$ cat config.mk
export PLATFORM = sky130hd
export DESIGN_NAME = pool_stage_top
export DESIGN_NICKNAME = d
export VERILOG_FILES = /design/src/logic/cnn_pool_pkg.sv /design/src/logic/fmap_mem_arbiter.sv /design/src/logic/fmap_result_ram.sv /design/src/logic/host_read_agent.sv /design/src/logic/max_pool_2x2.sv /design/src/logic/pool_stage_top.sv /design/src/logic/pool_write_agent.sv
export SDC_FILE = /design/constraint.sdc
export NUM_CORES = 2
export LEC_CHECK = 0
export BUFFER_PORTS_ARGS = -buffer_cell sky130_fd_sc_hd__buf_4
export CAP_MARGIN = 30
export CORE_UTILIZATION = 60
export CTS_BUF_LIST = sky130_fd_sc_hd__clkbuf_4 sky130_fd_sc_hd__clkbuf_8
export DETAILED_ROUTE_END_ITERATION = 12
export PLACE_DENSITY = 0.74
export RECOVER_POWER = 50
export SYNTH_ARGS = -nofsm -noshare
export SYNTH_HDL_FRONTEND = slang
export SYNTH_SLANG_ARGS = --single-unit
$ cat constraint.sdc
create_clock -name clk -period 8.4 [get_ports clk]
set_input_delay 1.68 -clock clk [delete_from_list [all_inputs] [get_ports clk]]
set_output_delay 1.68 -clock clk [all_outputs]
set_load 0.005 [all_outputs]
$ cat src/logic/cnn_pool_pkg.sv
package cnn_pool_pkg;

    // ==========================================================
    // frame geometry
    // ==========================================================
    // input feature map, one channel
    localparam int FMAP_COLS = 24;
    localparam int FMAP_ROWS = 24;
    // pooled map after 2x2 stride 2
    localparam int POOL_COLS = FMAP_COLS / 2;
    localparam int POOL_ROWS = FMAP_ROWS / 2;
    // one memory entry per pooled point
    localparam int POOL_DEPTH = POOL_COLS * POOL_ROWS;

    // ==========================================================
    // widths
    // ==========================================================
    localparam int PIX_W  = 19;
    localparam int ADDR_W = 8;
    // raster position counters
    localparam int COL_W  = $clog2(FMAP_COLS);
    localparam int ROW_W  = $clog2(FMAP_ROWS);

    // ==========================================================
    // types
    // ==========================================================
    // streamed input point
    typedef struct packed {
        logic             valid;
        logic [PIX_W-1:0] data;
    } fmap_pixel_t;

    // pooled point out of the 2x2 window
    typedef struct packed {
        logic             valid;
        logic [PIX_W-1:0] data;
    } pool_result_t;

    typedef enum logic [1:0] {
        MEM_IDLE  = 2'd0,
        MEM_WRITE = 2'd1,
        MEM_READ  = 2'd2
    } mem_op_e;

    // single memory port request
    typedef struct packed {
        mem_op_e           op;
        logic [ADDR_W-1:0] addr;
        logic [PIX_W-1:0]  wdata;
    } mem_req_t;

    // host side strobes
    typedef struct packed {
        logic              valid;
        logic [ADDR_W-1:0] addr;
    } rd_req_t;

    typedef struct packed {
        logic             valid;
        logic [PIX_W-1:0] data;
    } rd_resp_t;

    // read agent FSM
    typedef enum logic [1:0] {
        RD_IDLE = 2'd0,
        RD_WAIT = 2'd1,
        RD_DATA = 2'd2
    } rd_state_e;

endpackage

$ cat src/logic/fmap_mem_arbiter.sv
`timescale 1ns/100ps

module fmap_mem_arbiter (
    input  cnn_pool_pkg::mem_req_t i_wr_req,
    input  cnn_pool_pkg::mem_req_t i_rd_req,
    output logic                   o_rd_grant,
    output cnn_pool_pkg::mem_req_t o_mem_req
);
    import cnn_pool_pkg::*;

    logic wr_active;
    logic rd_pending;

    // ==========================================================
    // fixed priority, writer first
    // ==========================================================
    assign wr_active  = (i_wr_req.op == MEM_WRITE);
    assign rd_pending = (i_rd_req.op == MEM_READ);

    always_comb begin
        // port idles when nobody asks
        o_rd_grant = 1'b0;
        o_mem_req  = '{op: MEM_IDLE, addr: '0, wdata: '0};
        if (wr_active) begin
            // pooling stream has no stall, always served
            o_mem_req = i_wr_req;
        end else if (rd_pending) begin
            o_mem_req  = i_rd_req;
            o_rd_grant = 1'b1;
        end
    end

    // a granted read never shares the cycle with a write
    always_comb begin
        a_wr_excl_grant: assert final (!(wr_active && o_rd_grant))
            else $error("read granted during a write");
    end

endmodule

$ cat src/logic/fmap_result_ram.sv
`timescale 1ns/100ps

module fmap_result_ram (
    input  logic                           clk,
    input  cnn_pool_pkg::mem_req_t         i_mem_req,
    output logic [cnn_pool_pkg::PIX_W-1:0] o_rd_data
);
    import cnn_pool_pkg::*;

    // one entry per pooled point
    logic [PIX_W-1:0] mem [POOL_DEPTH];
    logic [PIX_W-1:0] rd_data_q;

    // single port, write or read per cycle
    always_ff @(posedge clk) begin
        if (i_mem_req.op == MEM_WRITE) begin
            mem[i_mem_req.addr] <= i_mem_req.wdata;
        end else if (i_mem_req.op == MEM_READ) begin
            // one cycle read latency
            rd_data_q <= mem[i_mem_req.addr];
        end
    end

    assign o_rd_data = rd_data_q;

    // both agents must stay inside the 144 entries
    a_addr_range: assert property (@(posedge clk)
        (i_mem_req.op != MEM_IDLE) |-> (i_mem_req.addr < ADDR_W'(POOL_DEPTH)))
        else $error("memory address out of range: %0d", i_mem_req.addr);

endmodule

$ cat src/logic/host_read_agent.sv
`timescale 1ns/100ps

module host_read_agent (
    input  logic                           clk,
    input  logic                           reset_n,
    input  cnn_pool_pkg::rd_req_t          i_rd_req,
    output cnn_pool_pkg::mem_req_t         o_mem_req,
    input  logic                           i_grant,
    input  logic [cnn_pool_pkg::PIX_W-1:0] i_rd_data,
    output cnn_pool_pkg::rd_resp_t         o_rd_resp
);
    import cnn_pool_pkg::*;

    rd_state_e         state_q;
    rd_state_e         state_d;
    logic [ADDR_W-1:0] addr_q;

    // ==========================================================
    // read FSM
    // ==========================================================
    always_comb begin
        state_d = state_q;
        case (state_q)
            RD_IDLE: begin
                if (i_rd_req.valid) begin
                    state_d = RD_WAIT;
                end
            end
            // hold the request until the arbiter lets it through
            RD_WAIT: begin
                if (i_grant) begin
                    state_d = RD_DATA;
                end
            end
            // ram data valid now, next request may follow directly
            RD_DATA: begin
                state_d = i_rd_req.valid ? RD_WAIT : RD_IDLE;
            end
            default: begin
                state_d = RD_IDLE;
            end
        endcase
    end

    always_ff @(posedge clk or negedge reset_n) begin
        if (!reset_n) begin
            state_q <= RD_IDLE;
        end else begin
            state_q <= state_d;
        end
    end

    // capture address with the strobe
    always_ff @(posedge clk) begin
        if (i_rd_req.valid) begin
            addr_q <= i_rd_req.addr;
        end
    end

    always_comb begin
        o_mem_req.op    = (state_q == RD_WAIT) ? MEM_READ : MEM_IDLE;
        o_mem_req.addr  = addr_q;
        o_mem_req.wdata = '0;
    end

    assign o_rd_resp = '{valid: (state_q == RD_DATA), data: i_rd_data};

    // host keeps one read in flight
    a_no_overlap: assert property (@(posedge clk) disable iff (!reset_n)
        i_rd_req.valid |-> state_q != RD_WAIT)
        else $error("host read request while a read is pending");

endmodule

$ cat src/logic/max_pool_2x2.sv
`timescale 1ns/100ps

module max_pool_2x2 (
    input  logic                       clk,
    input  logic                       reset_n,
    input  cnn_pool_pkg::fmap_pixel_t  i_pixel,
    output cnn_pool_pkg::pool_result_t o_pool
);
    import cnn_pool_pkg::*;

    // unsigned max of two points
    function automatic logic [PIX_W-1:0] max_of(
        input logic [PIX_W-1:0] a,
        input logic [PIX_W-1:0] b
    );
        return (a > b) ? a : b;
    endfunction

    // ==========================================================
    // raster position
    // ==========================================================
    logic [COL_W-1:0] col_q;
    logic [ROW_W-1:0] row_q;
    logic [COL_W-1:0] col_left;
    logic             last_col;
    logic             last_row;
    logic             window_end;

    assign last_col = (col_q == COL_W'(FMAP_COLS - 1));
    assign last_row = (row_q == ROW_W'(FMAP_ROWS - 1));
    // bottom right corner of a window
    assign window_end = i_pixel.valid && row_q[0] && col_q[0];
    // left neighbour column, only read on odd columns
    assign col_left = col_q - COL_W'(1);

    always_ff @(posedge clk or negedge reset_n) begin
        if (!reset_n) begin
            col_q <= '0;
            row_q <= '0;
        end else if (i_pixel.valid) begin
            if (last_col) begin
                col_q <= '0;
                // wrap to the top of the next frame
                row_q <= last_row ? '0 : row_q + ROW_W'(1);
            end else begin
                col_q <= col_q + COL_W'(1);
            end
        end
    end

    // ==========================================================
    // line buffers
    // ==========================================================
    // buf0 fills with the current row, buf1 keeps the row above
    logic [PIX_W-1:0] line_buf0 [FMAP_COLS];
    logic [PIX_W-1:0] line_buf1 [FMAP_COLS];

    always_ff @(posedge clk or negedge reset_n) begin
        if (!reset_n) begin
            for (int i = 0; i < FMAP_COLS; i++) begin
                line_buf0[i] <= '0;
                line_buf1[i] <= '0;
            end
        end else if (i_pixel.valid) begin
            // first point of a row pushes the finished row up
            if (col_q == '0) begin
                line_buf1 <= line_buf0;
            end
            line_buf0[col_q] <= i_pixel.data;
        end
    end

    // ==========================================================
    // 2x2 maximum
    // ==========================================================
    logic [PIX_W-1:0] upper_max;
    logic [PIX_W-1:0] lower_max;
    logic [PIX_W-1:0] win_max;
    logic             pool_valid_q;
    logic [PIX_W-1:0] pool_data_q;

    always_comb begin
        // upper pair from the previous row
        upper_max = max_of(line_buf1[col_left], line_buf1[col_q]);
        // lower pair, right point is still on the input
        lower_max = max_of(line_buf0[col_left], i_pixel.data);
        win_max   = max_of(upper_max, lower_max);
    end

    always_ff @(posedge clk or negedge reset_n) begin
        if (!reset_n) begin
            pool_valid_q <= 1'b0;
        end else begin
            pool_valid_q <= window_end;
        end
    end

    always_ff @(posedge clk) begin
        if (window_end) begin
            pool_data_q <= win_max;
        end
    end

    assign o_pool = '{valid: pool_valid_q, data: pool_data_q};

    // column wrap must hold for the buffer indexing
    a_col_range: assert property (@(posedge clk) disable iff (!reset_n)
        col_q <= COL_W'(FMAP_COLS - 1))
        else $error("column counter past last column: %0d", col_q);

endmodule

$ cat src/logic/pool_stage_top.sv
`timescale 1ns/100ps

module pool_stage_top (
    input  logic                      clk,
    input  logic                      reset_n,
    input  cnn_pool_pkg::fmap_pixel_t i_pixel,
    input  cnn_pool_pkg::rd_req_t     i_rd_req,
    output cnn_pool_pkg::rd_resp_t    o_rd_resp,
    output logic                      o_frame_done
);
    import cnn_pool_pkg::*;

    // pooled stream
    pool_result_t     pool_res;
    // memory side requests
    mem_req_t         wr_req;
    mem_req_t         rd_mem_req;
    mem_req_t         ram_req;
    logic             rd_grant;
    logic [PIX_W-1:0] rd_data;

    // ==========================================================
    // stream path
    // ==========================================================
    max_pool_2x2 max_pool_2x2_inst (
        .clk     (clk),
        .reset_n (reset_n),
        .i_pixel (i_pixel),
        .o_pool  (pool_res)
    );

    pool_write_agent pool_write_agent_inst (
        .clk          (clk),
        .reset_n      (reset_n),
        .i_pool       (pool_res),
        .o_wr_req     (wr_req),
        .o_frame_done (o_frame_done)
    );

    // ==========================================================
    // host path and shared memory
    // ==========================================================
    host_read_agent host_read_agent_inst (
        .clk       (clk),
        .reset_n   (reset_n),
        .i_rd_req  (i_rd_req),
        .o_mem_req (rd_mem_req),
        .i_grant   (rd_grant),
        .i_rd_data (rd_data),
        .o_rd_resp (o_rd_resp)
    );

    fmap_mem_arbiter fmap_mem_arbiter_inst (
        .i_wr_req   (wr_req),
        .i_rd_req   (rd_mem_req),
        .o_rd_grant (rd_grant),
        .o_mem_req  (ram_req)
    );

    fmap_result_ram fmap_result_ram_inst (
        .clk       (clk),
        .i_mem_req (ram_req),
        .o_rd_data (rd_data)
    );

endmodule

$ cat src/logic/pool_write_agent.sv
`timescale 1ns/100ps

module pool_write_agent (
    input  logic                       clk,
    input  logic                       reset_n,
    input  cnn_pool_pkg::pool_result_t i_pool,
    output cnn_pool_pkg::mem_req_t     o_wr_req,
    output logic                       o_frame_done
);
    import cnn_pool_pkg::*;

    // next pooled raster address
    logic [ADDR_W-1:0] wr_addr_q;
    logic              last_entry;

    assign last_entry = (wr_addr_q == ADDR_W'(POOL_DEPTH - 1));

    always_ff @(posedge clk or negedge reset_n) begin
        if (!reset_n) begin
            wr_addr_q <= '0;
        end else if (i_pool.valid) begin
            // wrap after the last entry of the frame
            wr_addr_q <= last_entry ? '0 : wr_addr_q + ADDR_W'(1);
        end
    end

    // one write per result, same cycle
    always_comb begin
        o_wr_req.op    = i_pool.valid ? MEM_WRITE : MEM_IDLE;
        o_wr_req.addr  = wr_addr_q;
        o_wr_req.wdata = i_pool.data;
    end

    // pulse with the write to entry 143
    assign o_frame_done = i_pool.valid && last_entry;

    // pooled results never come back to back
    // so a held host read loses the arbiter at most once
    a_result_gap: assert property (@(posedge clk) disable iff (!reset_n)
        i_pool.valid |=> !i_pool.valid)
        else $error("pooled results on consecutive cycles");

endmodule

==> impl_metrics.toml <==
[outcome]
result_of_the_run = "complete, but fails checks"
violated_checks = "max-capacitance violations, max-slew violations"

[pwr]
peakVddDrop_v = 0.000453
fin_total_pwr_w = 0.0550
power_density_over_cell_area_nw_per_um2 = 318
static-leakage-power_nw = 65.0

[floorplanning]
num_rows = 187
ioPinCount = 52
die_height_um = 513
fp.coreArea_um2 = 260000
floorplan.initialDensity_pct = 60.3
die-area_um2 = 263000
die_w_um = 513

[synth]
async_flop_share_pct = 25.1
synth.net_count = 11800
synth_ff_type = "sky130_fd_sc_hd__edfxtp_1"
ys_types = 83
syn-cell-area_um2 = 157000
syn-mean-instance-area_um2 = 13.4
netlist_instances = 11700
synth_warnings = 0
yosys_register_bits = 3715
synth_seq_area_share_pct = 68.2
synth-edff-count = 2782

[critical_path]
critical_path.endpoint_type = "flop"
worst_r2r_startpoint = "max_pool_2x2_inst.pool_valid_q"
crit_top_cell = "sky130_fd_sc_hd__clkbuf_1"
req_time_crit_path_ns = 9.07
path_max_fanout = 82
slowest_stage = "sky130_fd_sc_hd__and2_0"
worst_setup_path_start_kind = "flop"
timing_worst_setup_path_type = "flop to flop"
crit-reg2reg-capture = "fmap_result_ram_inst.mem[119][15]"
critPathArrivalTime_ns = 8.74
reg2reg_slack_ns = 0.33
register_to_register_path_depth = 4
cp_slowest_stage_delay_ns = 2.72
crit_chain = "clkbuf_1 > and2_0 > clkbuf_1 > clkbuf_2"

[timing]
worst_slack_ns = 0.334
hold-worst-slack_ns = 0.500
finalWorstPathRequiredPeriod_ns = 8.07
rsz0062_at_grt = "false"
measured_slew_at_the_worst_slew_check_pin_ns = 5.29
number_of_max_slew_violations_in_the_final_report = 3113
timing.fmax_mhz = 124
finalHoldViolations = 0
final_worst_path_cycle_share_pct = 96.0
finClkSkew_ns = 0.113
slew_headroom_pct = -253
final.setup.tns_ns = 0
finalSetupViolations = 0

[final_layout]
most_common_cell_after_layout_fill_and_taps_aside = "sky130_fd_sc_hd__nand2_1"
syn_to_final_growth_pct = 10.6
multi_input_comb_area_um2 = 46300
fillers = 17800
fin_nets = 12000
post_route_cells_drive_above_1_share_pct = 20.2
most-common-layout-cells = "2905 x sky130_fd_sc_hd__nand2_1, 2782 x sky130_fd_sc_hd__edfxtp_1, 960 x sky130_fd_sc_hd__nand3_1"
final-seq-area_um2 = 107000

[routing]
detail_route.wirelength_um = 467000
viasPerCell = 6.65
average_wire_per_standard_cell_um = 29.6
drt-pass1-iter-count = 6
drt_iter0_drc = 15600
final_antenna_violating_net_count = 0
drc = 0
route.vias.total = 105000

[global_route]
wire_length_of_the_first_global_routing_pass_um = 679000
grt_antenna_before_repair = 26
pin_count_of_the_biggest_net_entering_global_routing = 182
grt_pass1_vias = 102000
tot_gr_track_use_pct = 35.2
grt.overflow.total = 0

[clock_tree]
post_cts.resized_instances = 0
cts_tree = "built"
cts_hold_buffers = 0
cts-htree-levels = 6
cts_post_setup_buffers_inserted = 0
clk_root_buffer_cell = "sky130_fd_sc_hd__clkbuf_8"
clkSlewWorstSetupHoldPaths_ns = 0.06
cts.sinks = 3715
cts-root-to-sink-buffers = 4
numCtsBuffers = 589
clkLatencyLatePin_ns = 1.27

[placement]
dp_worst_setup_slack_ns = 0.846
portBuffers = 51
detailed_place_hpwl_um = 277000
gpl.final_weighted_congestion = 0.958

[min_path]
min-delay-path-class = "flop to flop"
min_delay_path_depth = 2
worst_hold_path.endpoint = "max_pool_2x2_inst.line_buf0[379]"
timing.hold.worst.start = "max_pool_2x2_inst.line_buf0[379]"

[run]
max-cap-violations = 56
==> critical path: cells and delay by family (launching register included) <==
kind | cells | cell delay [ns]
buffers and inverters | 3 | 4.01
and+or+nand+nor | 1 | 2.72
DFF | 1 | 0.67
==> power by group <==
group | internal [W] | switching (W) | total, W
clock | 0.00809 | 0.00733 | 0.0154
combinational | 0.00654 | 0.00945 | 0.0160
sequential | 0.0220 | 0.00167 | 0.0236
total | 0.0366 | 0.0184 | 0.0550
==> area by class of cell <==
cell class / instances / share of cell area (%)
inverters: 61 / 0.132
multi-input cells: 7053 / 26.7
well taps: 3402 / 2.46
clock inverters: 227 / 0.904
diodes: 24 / 0.0346
repair buffers: 442 / 2.21
flip-flops and latches: 3715 / 61.7
clock buffers: 832 / 5.87
==> cells in the mapped netlist, types with 178 or more instances <==
cell,count,area share (%)
sky130_fd_sc_hd__nand2_1,2908,7.0
sky130_fd_sc_hd__a21oi_1,245,0.78
sky130_fd_sc_hd__nand3_1,960,3.1
sky130_fd_sc_hd__edfxtp_1,2782,53
sky130_fd_sc_hd__clkbuf_1,268,0.64
sky130_fd_sc_hd__mux4_2,416,6.0
sky130_fd_sc_hd__mux2_2,514,3.7
sky130_fd_sc_hd__nor2_1,193,0.46
sky130_fd_sc_hd__o21ai_0,493,1.6
sky130_fd_sc_hd__dfrtp_1,933,15
sky130_fd_sc_hd__mux2i_1,178,1.1
sky130_fd_sc_hd__a31oi_1,235,0.94
sky130_fd_sc_hd__and3_1,189,0.75
sky130_fd_sc_hd__buf_2,453,1.4
==> per-layer routing <==
layer	vias up	track usage [%]	part of all wire (%)
li1	43800	-	-
met1	52200	47.3	36
met2	7408	52.6	45
met3	1471	9.60	13
met4	12	19.4	6.2
met5	-	0	0.017
==> flip-flops by register name, indices dropped and copies added (netlist names) <==
| register | count |
|---|---|
| fmap_result_ram_inst.mem | 2736 |
| max_pool_2x2_inst.line_buf0 | 456 |
| max_pool_2x2_inst.line_buf1 | 456 |
| fmap_result_ram_inst.o_rd_data | 19 |
| max_pool_2x2_inst.pool_data_q | 19 |
| host_read_agent_inst.addr_q | 8 |
| pool_write_agent_inst.wr_addr_q | 8 |
| max_pool_2x2_inst.col_q | 5 |
| max_pool_2x2_inst.row_q | 5 |
| host_read_agent_inst.state_q | 2 |
| max_pool_2x2_inst.pool_valid_q | 1 |
==> worst max-delay path by stage <==
stage	endpoint	slack [ns]	cells after the start	start
5_1_grt	max_pool_2x2_inst.pool_data_q[9]	0.22	29	max_pool_2x2_inst.col_q[0]
6_report	fmap_result_ram_inst.mem[119][15]	0.33	4	max_pool_2x2_inst.pool_valid_q
4_1_cts	max_pool_2x2_inst.pool_data_q[8]	0.86	23	max_pool_2x2_inst.col_q[0]
3_5_place_dp	max_pool_2x2_inst.pool_data_q[12]	0.85	24	max_pool_2x2_inst.col_q[0]
3_3_place_gp	max_pool_2x2_inst.pool_data_q[17]	0.88	25	max_pool_2x2_inst.col_q[0]
2_1_floorplan	max_pool_2x2_inst.pool_data_q[10]	0.79	37	max_pool_2x2_inst.col_q[0]
==> stage by stage <==
step,std cells,util (%),instance area (um^2)
after floorplan,11700,-,157000
after global placement,14600,62.1,161000
after detailed placement,14700,62.3,162000
after CTS,15700,66.8,173000
after global routing,15700,66.7,173000
final,15800,66.7,173000
==> logic make-up after synthesis <==
logic type      count (synthesis)  share of synthesized area (%)
compound gates               1437                           5.68
xor+xnor                       12                         0.0671
fa+ha+maj                      63                          0.503
buf+inv                       896                           2.69
flops                        3715                           68.2
mux                          1108                           10.8
simple gates                 4433                           12.0
No activity file was read; power rests on OpenSTA's default activity.
